==> src/logic/pwl_params.svh <==
`ifndef PWL_PARAMS_SVH
`define PWL_PARAMS_SVH

// Sample, slope and start value width.
`define PWL_SAMPLE_W 16

`define PWL_BATCH 4 // Samples per output batch.

`define PWL_DEPTH 16 // Segment memory entries.

`define PWL_REPS_W 8 // Batches per segment field.

`endif

==> src/logic/pwl_pkg.sv <==
`include "pwl_params.svh"

package pwl_pkg;

	typedef logic [`PWL_SAMPLE_W-1:0] sample_t;

	typedef logic [$clog2(`PWL_DEPTH)-1:0] seg_addr_t;
	typedef logic [$clog2(`PWL_DEPTH):0] seg_cnt_t; // Holds 0 to full depth.

	typedef struct packed {
		sample_t x; // Start value.
		sample_t slope; // Step per sample.
		logic [`PWL_REPS_W-1:0] reps; // Whole batches.
	} pwl_seg_t;

	typedef struct packed {
		pwl_seg_t seg;
		logic last; // Ends the program.
	} pwl_beat_t;

	typedef logic [`PWL_BATCH-1:0][`PWL_SAMPLE_W-1:0] pwl_batch_t;

	typedef enum logic {
		LD_IDLE,
		LD_FILL
	} loader_state_e;

	typedef enum logic [1:0] {
		PL_IDLE,
		PL_FETCH,
		PL_SEND,
		PL_HALT
	} player_state_e;

endpackage

==> src/logic/pwl_cmd_loader.sv <==
`timescale 1ns/1ps
`include "pwl_params.svh"

module pwl_cmd_loader import pwl_pkg::*; (
	input logic clk,
	input logic rst,
	input logic s_valid,
	output logic s_ready,
	input pwl_beat_t s_beat,
	input logic busy,
	output logic wr_en,
	output seg_addr_t wr_addr,
	output pwl_seg_t wr_seg,
	output seg_cnt_t seg_count,
	output logic prog_valid
);

	loader_state_e state;
	seg_cnt_t fill_cnt; // Segments stored so far.
	seg_cnt_t cnt_base;
	seg_cnt_t next_cnt;
	logic accept;
	logic room;

	assign s_ready = !busy;
	assign accept = s_valid && s_ready;

	// A beat seen in LD_IDLE opens a new program at address 0.
	assign cnt_base = (state == LD_IDLE) ? '0 : fill_cnt;
	assign room = cnt_base < seg_cnt_t'(`PWL_DEPTH);
	assign next_cnt = room ? cnt_base + 1'b1 : cnt_base; // Saturates when full.

	assign wr_en = accept && room; // Beats past the end are dropped.
	assign wr_addr = cnt_base[$bits(seg_addr_t)-1:0];
	assign wr_seg = s_beat.seg;

	always_ff @(posedge clk) begin
		if (rst) begin
			state <= LD_IDLE;
			fill_cnt <= '0;
			seg_count <= '0;
			prog_valid <= 1'b0;
		end else begin
			case (state)
				LD_IDLE: begin
					if (accept) begin
						fill_cnt <= next_cnt;
						if (s_beat.last) begin
							seg_count <= next_cnt; // One-beat program.
							prog_valid <= 1'b1;
						end else begin
							prog_valid <= 1'b0; // Old program is gone.
							state <= LD_FILL;
						end
					end
				end

				LD_FILL: begin
					if (accept) begin
						fill_cnt <= next_cnt;
						if (s_beat.last) begin
							seg_count <= next_cnt;
							prog_valid <= 1'b1;
							state <= LD_IDLE;
						end
					end
				end

				default: begin
					state <= LD_IDLE;
				end
			endcase
		end
	end

endmodule

==> src/logic/pwl_segment_ram.sv <==
`timescale 1ns/1ps
`include "pwl_params.svh"

module pwl_segment_ram import pwl_pkg::*; (
	input logic clk,
	input logic wr_en,
	input seg_addr_t wr_addr,
	input pwl_seg_t wr_seg,
	input seg_addr_t rd_addr,
	output pwl_seg_t rd_seg
);

	pwl_seg_t mem [`PWL_DEPTH];

	// Write port.
	always_ff @(posedge clk) begin
		if (wr_en) begin
			mem[wr_addr] <= wr_seg;
		end
	end

	// Read port, one cycle of latency like a block RAM.
	always_ff @(posedge clk) begin
		rd_seg <= mem[rd_addr];
	end

endmodule

==> src/logic/pwl_batch_player.sv <==
`timescale 1ns/1ps
`include "pwl_params.svh"

module pwl_batch_player import pwl_pkg::*; (
	input logic clk,
	input logic rst,
	input logic run,
	input logic halt,
	input seg_cnt_t seg_count,
	input logic prog_valid,
	output seg_addr_t rd_addr,
	input pwl_seg_t rd_seg,
	output logic m_valid,
	input logic m_ready,
	output pwl_batch_t m_batch,
	output logic busy,
	output logic rdy_to_run
);

	player_state_e state;
	seg_addr_t seg_idx; // Segment being played.
	logic fetch_ph; // High once rd_seg holds seg_idx.
	sample_t base; // First sample of the batch on m_batch.
	sample_t slope;
	logic [`PWL_REPS_W-1:0] reps_left;

	logic handshake;
	logic fetch_load;
	logic last_batch;
	seg_cnt_t idx_inc;
	seg_addr_t next_idx;
	sample_t base_step;
	sample_t src_base;
	sample_t src_slope;
	pwl_batch_t next_batch;

	assign rd_addr = seg_idx;
	assign busy = (state != PL_IDLE);
	assign rdy_to_run = prog_valid && (state == PL_IDLE);

	assign handshake = m_valid && m_ready;
	assign fetch_load = (state == PL_FETCH) && fetch_ph;
	assign last_batch = (reps_left <= 1); // A zero count plays once.

	// Wrap from the last stored segment back to the first.
	assign idx_inc = {1'b0, seg_idx} + 1'b1;
	assign next_idx = (idx_inc >= seg_count) ? '0 : idx_inc[$bits(seg_addr_t)-1:0];

	assign base_step = base + slope * sample_t'(`PWL_BATCH);

	// Lane values for the next batch on m_batch.
	always_comb begin
		src_base = fetch_load ? rd_seg.x : base_step;
		src_slope = fetch_load ? rd_seg.slope : slope;
		for (int i = 0; i < `PWL_BATCH; i++) begin
			next_batch[i] = src_base + src_slope * sample_t'(i);
		end
	end

	always_ff @(posedge clk) begin
		if (rst) begin
			state <= PL_IDLE;
			seg_idx <= '0;
			fetch_ph <= 1'b0;
			m_valid <= 1'b0;
		end else begin
			case (state)
				PL_IDLE: begin
					if (run && rdy_to_run) begin
						seg_idx <= '0;
						fetch_ph <= 1'b0;
						state <= PL_FETCH;
					end
				end

				PL_FETCH: begin
					if (halt) begin
						state <= PL_HALT;
					end else if (!fetch_ph) begin
						fetch_ph <= 1'b1; // Memory read in flight.
					end else begin
						m_valid <= 1'b1;
						state <= PL_SEND;
					end
				end

				PL_SEND: begin
					if (handshake) begin
						if (halt) begin
							m_valid <= 1'b0;
							state <= PL_HALT;
						end else if (last_batch) begin
							m_valid <= 1'b0;
							seg_idx <= next_idx;
							fetch_ph <= 1'b0;
							state <= PL_FETCH;
						end
					end
				end

				PL_HALT: begin
					m_valid <= 1'b0;
					state <= PL_IDLE;
				end

				default: begin
					state <= PL_IDLE;
				end
			endcase
		end
	end

	// Segment registers and the batch itself carry no reset.
	always_ff @(posedge clk) begin
		if (fetch_load) begin
			base <= rd_seg.x;
			slope <= rd_seg.slope;
			reps_left <= rd_seg.reps;
			m_batch <= next_batch;
		end else if (state == PL_SEND && handshake && !last_batch) begin
			base <= base_step; // Next batch of the same segment.
			reps_left <= reps_left - 1'b1;
			m_batch <= next_batch;
		end
	end

endmodule

==> src/logic/pwl_top.sv <==
`timescale 1ns/1ps
`include "pwl_params.svh"

module pwl_top import pwl_pkg::*; (
	input logic clk,
	input logic rst,
	input logic s_valid,
	output logic s_ready,
	input pwl_beat_t s_beat,
	output logic m_valid,
	input logic m_ready,
	output pwl_batch_t m_batch,
	input logic run,
	input logic halt,
	output logic rdy_to_run
);

	logic wr_en;
	seg_addr_t wr_addr;
	pwl_seg_t wr_seg;
	seg_cnt_t seg_count;
	logic prog_valid;
	seg_addr_t rd_addr;
	pwl_seg_t rd_seg;
	logic busy;

	pwl_cmd_loader i_loader (
		.clk(clk),
		.rst(rst),
		.s_valid(s_valid),
		.s_ready(s_ready),
		.s_beat(s_beat),
		.busy(busy),
		.wr_en(wr_en),
		.wr_addr(wr_addr),
		.wr_seg(wr_seg),
		.seg_count(seg_count),
		.prog_valid(prog_valid)
	);

	pwl_segment_ram i_ram (
		.clk(clk),
		.wr_en(wr_en),
		.wr_addr(wr_addr),
		.wr_seg(wr_seg),
		.rd_addr(rd_addr),
		.rd_seg(rd_seg)
	);

	pwl_batch_player i_player (
		.clk(clk),
		.rst(rst),
		.run(run),
		.halt(halt),
		.seg_count(seg_count),
		.prog_valid(prog_valid),
		.rd_addr(rd_addr),
		.rd_seg(rd_seg),
		.m_valid(m_valid),
		.m_ready(m_ready),
		.m_batch(m_batch),
		.busy(busy),
		.rdy_to_run(rdy_to_run)
	);

endmodule

==> config.mk <==
export PLATFORM = sky130hd
export DESIGN_NAME = pwl_top
export DESIGN_NICKNAME = d
export VERILOG_FILES = /design/src/logic/pwl_pkg.sv /design/src/logic/pwl_cmd_loader.sv /design/src/logic/pwl_segment_ram.sv /design/src/logic/pwl_batch_player.sv /design/src/logic/pwl_top.sv
export VERILOG_INCLUDE_DIRS = /design/src /design/src/logic
export SDC_FILE = /design/constraint.sdc
export NUM_CORES = 1
export LEC_CHECK = 0
export BUFFER_PORTS_ARGS = -buffer_cell sky130_fd_sc_hd__buf_4
export CORE_MARGIN = 2
export CORE_UTILIZATION = 59
export CTS_CLUSTER_SIZE = 40
export DETAILED_ROUTE_END_ITERATION = 6
export GPL_ROUTABILITY_DRIVEN = 0
export PLACE_DENSITY_LB_ADDON = 0.15
export SYNTH_ARGS = -nofsm -noshare
export SYNTH_HDL_FRONTEND = slang
export SYNTH_SLANG_ARGS = --single-unit
export TNS_END_PERCENT = 10
==> constraint.sdc <==
create_clock -name clk -period 23.6 [get_ports clk]
set_input_delay 5.9 -clock clk [delete_from_list [all_inputs] [get_ports clk]]
set_output_delay 5.9 -clock clk [all_outputs]
set_load 0.1 [all_outputs]
# == After elaboration in Yosys (flattened, before gate mapping) ==
# Memories as Yosys holds them, arrays and structs flattened. A register that Yosys moved wholly into a read port is not among the register bits.
# Cells that the tools add are included.
# Widths: inputs -> output; s select.
# totals
ramBits,640
memories,1
word_cells,112
out_inout_bits,67
input_bits,47
regBits,124
# classes
add_sub_neg,7
mux,48
reduce_logical,22
n_eq_ne,14
bitwise_logic,1
multipliers,1
n_lt_le_gt_ge,3
# mem_list
name,words,width,read_ports,rd_ports_with_merged_regs,write_ports,line_no,rtl
i_ram.mem,16,40,1,1,1,pwl_segment_ram.sv:13,pwl_seg_t mem [`PWL_DEPTH];
# op_table
cell,n
$mux 64,2
$add 16x16->16,4
$mux 16,4
$mux 5,5
$mux 4,5
$mux 1,18
$mul 16x2->16 const B,1
$mux 8,2
$mux 2,6
$ne 2x2->1 const B,5
$reduce_and 5->1,2
$le 8x1->1 const B,1
$logic_and 1x1->1,8
$ne 2x1->1 const B,4
$pmux 2 s4,1
$pmux 4 s2,1
$sub 8x1->8 const B,1
$ne 3x2->1 const B,2
$pmux 1 s3,2
$reduce_and 6->1,1
$reduce_bool 2->1,3
$reduce_bool 3->1,2
$add 4x1->5 const B,1
$add 5x1->5 const B,1
other kinds (11),14

# == Longest topological paths before layout ==
# logic_depth
word_depth,7
mapped_depth,19
depth_no_buf,19

# == Hierarchy ==
# A second synthesis with hierarchy kept.
# unflattened
cells_unflattened,1750
area_unflattened_um2,32382.3
# modules_own_cells
mod,instances,seq_area_each_um2,area_each_um2,cells_each
pwl_segment_ram,1,20019.2,25131.6,1040
pwl_batch_player,1,2582.5,6369.9,603
pwl_cmd_loader,1,240.2,880.8,107

# == Worst setup path after synthesis ==
# OpenSTA, ideal clock, no wires.
# synth_timing
kind,in2reg
start,input m_ready
end,"register i_player.m_batch[10] in the netlist's numbering, enable pin"
arrival_time_ps,11198
n_path_buf,0
setup_ps,602
cell_stages,2
path_slack_ps,11800
required_time_ps,22998
path_cell_list,nand2_1 -> o31ai_1
# synth_via
elab_chain_cells,4
# synth_lines
element,line_no,rtl
from (decl),pwl_top.sv:11,"input logic m_ready,"
$logic_and 1x1->1,pwl_batch_player.sv:41,assign handshake = m_valid && m_ready;
$logic_and 1x1->1 (2 in a row),pwl_batch_player.sv:120,end else if (state == PL_SEND && handshake && !last_batch) begin
$reduce_bool 2->1 (no line),-,
to (signal assigned),pwl_batch_player.sv:119,m_batch <= next_batch;
to (signal assigned),pwl_batch_player.sv:123,m_batch <= next_batch;
to (decl),pwl_batch_player.sv:15,"output pwl_batch_t m_batch,"
# Every way passes these cells.
# A chain may end at the register's enable or synchronous reset.

# == Final worst setup path ==
# layout_timing
start,input s_valid
end,"memory i_ram.mem[13][4] in the netlist's numbering, enable pin"
# layout_via
elab_chain_cells,4
# layout_lines
element,line_no,rtl
from (decl),pwl_top.sv:7,"input logic s_valid,"
$logic_and 1x1->1,pwl_cmd_loader.sv:26,assign accept = s_valid && s_ready;
$logic_and 1x1->1,pwl_cmd_loader.sv:33,assign wr_en = accept && room;
$mux 1,pwl_segment_ram.sv:17,if (wr_en) begin
$mux 1 (implied by the code),pwl_segment_ram.sv:18,mem[wr_addr] <= wr_seg;
to (decl),pwl_segment_ram.sv:13,
# Every way passes these cells.

==> reports/qor.txt <==
Synthesis Warnings: 0
number of I/O port buffers: 113
gate family responsible for the most delay along the worst path: simple AND/OR/NAND/NOR gates
total clock sinks: 786
routed length per placed instance: 25.4 um
reported net switching power: 1.16 mW
Req. time, crit path: 23.85 ns
die span in y: 236 um
standard-cell row count: 85
final std cells w/o fill: 2564
share of cells above drive strength 1: 0.266
CTS tree: yes
crit share post-route: 0.337
Comb pwr share: 0.271
CP Cell Sequence: buf_4 > nand2_1 > a21oi_1 > nand2_1 > nor2_4 > buf_4
Final TNS setup: 0 ns
Clock transition at path regs: 0.06 ns
Initial Utilization: 0.594
detailed placement HPWL: 38.9 mm
highest attainable clock frequency: 126 MHz
first-pass iteration count of the detailed router: 5
endpoint arrival time on the critical path: 8.19 ns
# H-tree levels: 3
worst slew pin tran: 1.03 ns
die width: 236 um
commonest cells in the synthesized netlist: 710 x edfxtp_1, 200 x mux4_2, 78 x nand2_1
Worst IR Drop VDD: 72.9 uV
fraction of synthesized cell area taken by the top area cell type: 0.670
Finish-stage setup viols: 0
Post-Route WL: 65.3 mm
post-layout util: 0.673
number of nets in the synthesized netlist: 1786
unique cell type count in the Yosys netlist: 69
worst-case reg-to-reg path depth: 17
total area of multi-input combinational cells: 0.00865 mm2
vias in the first global route: 16.2k
type of the worst setup path: in -> reg
worst hold-check path type: reg -> reg
fraction of the yosys area taken by sequential cells: 0.717
synthesized instance count: 1653
Clk Tree Root Cell: clkbuf_16
Relative slew margins: 0.313
maximum number of pins on one net before global-route repair: 71
biggest area consumer among synthesized cells: edfxtp_1
cell internal pwr: 2.77 mW
post-DR vias/cell: 6.16
Sequential Area: 0.0229 mm2
combined buffer and inverter count along the critical path: 2
number of buffers added for setup after CTS: 0
overall track demand over capacity in global routing: 0.241
total clock buffers created by CTS: 78
capturing element type of the critical path: flip-flop
clock tree buffer depth: 3
setup slack of the worst register-to-register path: 18.67 ns
Sequential Power Share: 0.427
synthesis-to-layout area growth: 13.3%
time the final worst path needs with I/O delays and setup: 7.95 ns
most frequent cell after synthesis: edfxtp_1
mean instance size in the synthesized netlist: 19.3 um2
delay of the slowest cell on the worst path: 0.63 ns
area enclosed by the die boundary: 0.0558 mm2
# DRC: 0
Critical-path top delay cell: nor2_4
post-synthesis sequential element count: 786
core footprint: 0.0536 mm2
terminus of the critical flop-to-flop path: i_player.m_batch[63]$_DFFE_PP_
leakage component of the power: 11.9 nW
post-placement cell count: 2418
combined area of all synthesized cells: 0.0318 mm2
maximum fanout along the worst path: 22
hold buffer count at cts: 0
run status: complete, no violations
ratio of total power to cell area: 109 mW/mm2
filler cell count in the final layout: 3458
Synth area leaders: edfxtp_1 67%, mux4_2 14%, dfxtp_1 4.8%
Starting DRT DRC Count: 1315
startpoint of the tightest hold check path: i_loader.seg_count[3]$_SDFFE_PP0P_
Hold Path Depth: 2
number of flops mapped to enable cells by yosys: 710
part of the total power dissipated in the clock network: 0.302
initial antenna violation count: 1
clock network latency to the later pin of the worst-skew pair: 0.62 ns
Final Max Tran Viols: 0
global-route wire length before repair: 99.3 mm
number of placed I/O pins: 114
count of antenna-violating nets left after detailed routing: 0
maximum capacitance violations: 0
hold worst-path end: i_loader.seg_count[3]$_SDFFE_PP0P_
number of resized instances in the post-cts repair step: 0
Post-synth ARST share: 0
switching part of the total power: 0.295
routed via count: 15.8k
number of nets in the layout: 1935
Setup crit start kind: primary input
GRT Residual Overflow: 0
hold_ws: 0.465 ns
Hold Violations, Final: 0
prevailing post-synth register cell: edfxtp_1
RSZ-0062 raised after global routing: false
worst flop-to-flop path startpoint: i_player.state[0]$_SDFFE_PP0P_
Clock Skews: 0.0228 ns
==> power groups by stage <==
stage	combinational (mW)	sequential, mW	clock [mW]
finish	1.07	1.68	1.19
CTS	1.07	1.68	1.21
detailed placement	1.06	1.71	0
global route	1.17	1.68	1.27
floorplan	0.778	1.74	0
global placement	1.03	1.70	0
==> tightest hold or removal path, delay by kind of cell, from the launching register on <==
kind	cells	cell delay, ns
AO/OA/AOI/OAI	1	0.06
flip-flops	1	0.31
AND/OR/NAND/NOR	1	0.06
==> cell families after synthesis <==
group / synth area share
AOI/OAI and AO/OA: 0.0327
buffers and inverters: 0.0151
muxes: 0.147
DFF: 0.717
xor gates and xnor gates: 0.0177
and+or+nand+nor: 0.0324
adders and majority gates: 0.0380
==> how the worst max path moves through the flow <==
stage / end / cells past startpoint / slack [ns] / start
finish: i_ram.mem[13][4]$_DFFE_PP_ / 6 / 15.66 / s_valid
global route: i_ram.mem[13][4]$_DFFE_PP_ / 6 / 15.51 / s_valid
CTS: i_ram.mem[14][37]$_DFFE_PP_ / 6 / 15.65 / s_valid
detailed placement: i_ram.mem[14][38]$_DFFE_PP_ / 6 / 15.00 / s_valid
global placement: i_ram.mem[12][3]$_DFFE_PP_ / 6 / 15.05 / s_valid
floorplan: i_player.m_batch[10]$_DFFE_PP_ / 2 / 11.80 / m_ready
==> area by class of cell <==
type,count,share of cell area
clock buffer,103,0.0599
tap,696,0.0241
sequential,786,0.633
inverter,49,0.00510
multi-input combinational,749,0.240
clock inverter,42,0.00881
timing repair buffer,138,0.0287
antenna,1,0.0000694
==> metrics by stage <==
stage	total power, mW	cell area [um2]	worst slack, ns
6_report	3.93	36100	15.66
4_1_cts	3.96	36100	15.65
5_1_grt	4.12	36100	15.51
2_1_floorplan	2.52	31800	11.80
3_3_place_gp	2.73	33600	15.05
3_5_place_dp	2.77	33600	15.00
==> per-layer routing <==
layer / wire length (um) / global-route usage / vias up
li1: - / - / 6915
met1: 26700 / 0.333 / 8249
met2: 33600 / 0.409 / 551
met3: 3900 / 0.0353 / 71
met4: 1020 / 0.0604 / 0
met5: 0 / 0 / -
==> sequential cells by signal (all words and copies together), names as in the netlist, named ones only <==
signal and count:
i_loader.seg_count 5, i_player.rd_addr 4, i_loader.fill_cnt 5, i_ram.mem 640
i_ram.rd_seg 40, i_player.m_batch 62, i_player.m_valid 1, i_player.slope 16
i_player.reps_left 8, i_player.fetch_ph 1, i_loader.prog_valid 1, i_player.state 2
==> layout by cell type (no fill, tap or decap), types with 13 or more instances in the layout <==
master     instances
mux2i_1           13
nor2_1            55
o21ai_0           31
xnor2_1           46
clkinv_2          17
a21oi_1           51
mux4_2           200
inv_1             49
clkbuf_16         82
edfxtp_1         710
dfxtp_1           72
nor2_4            16
xor2_1            14
clkbuf_1          18
fa_1              18
buf_4            138
ha_1              68
a21o_1            13
nand2_1           78
No activity file was read; power rests on OpenSTA's default activity.
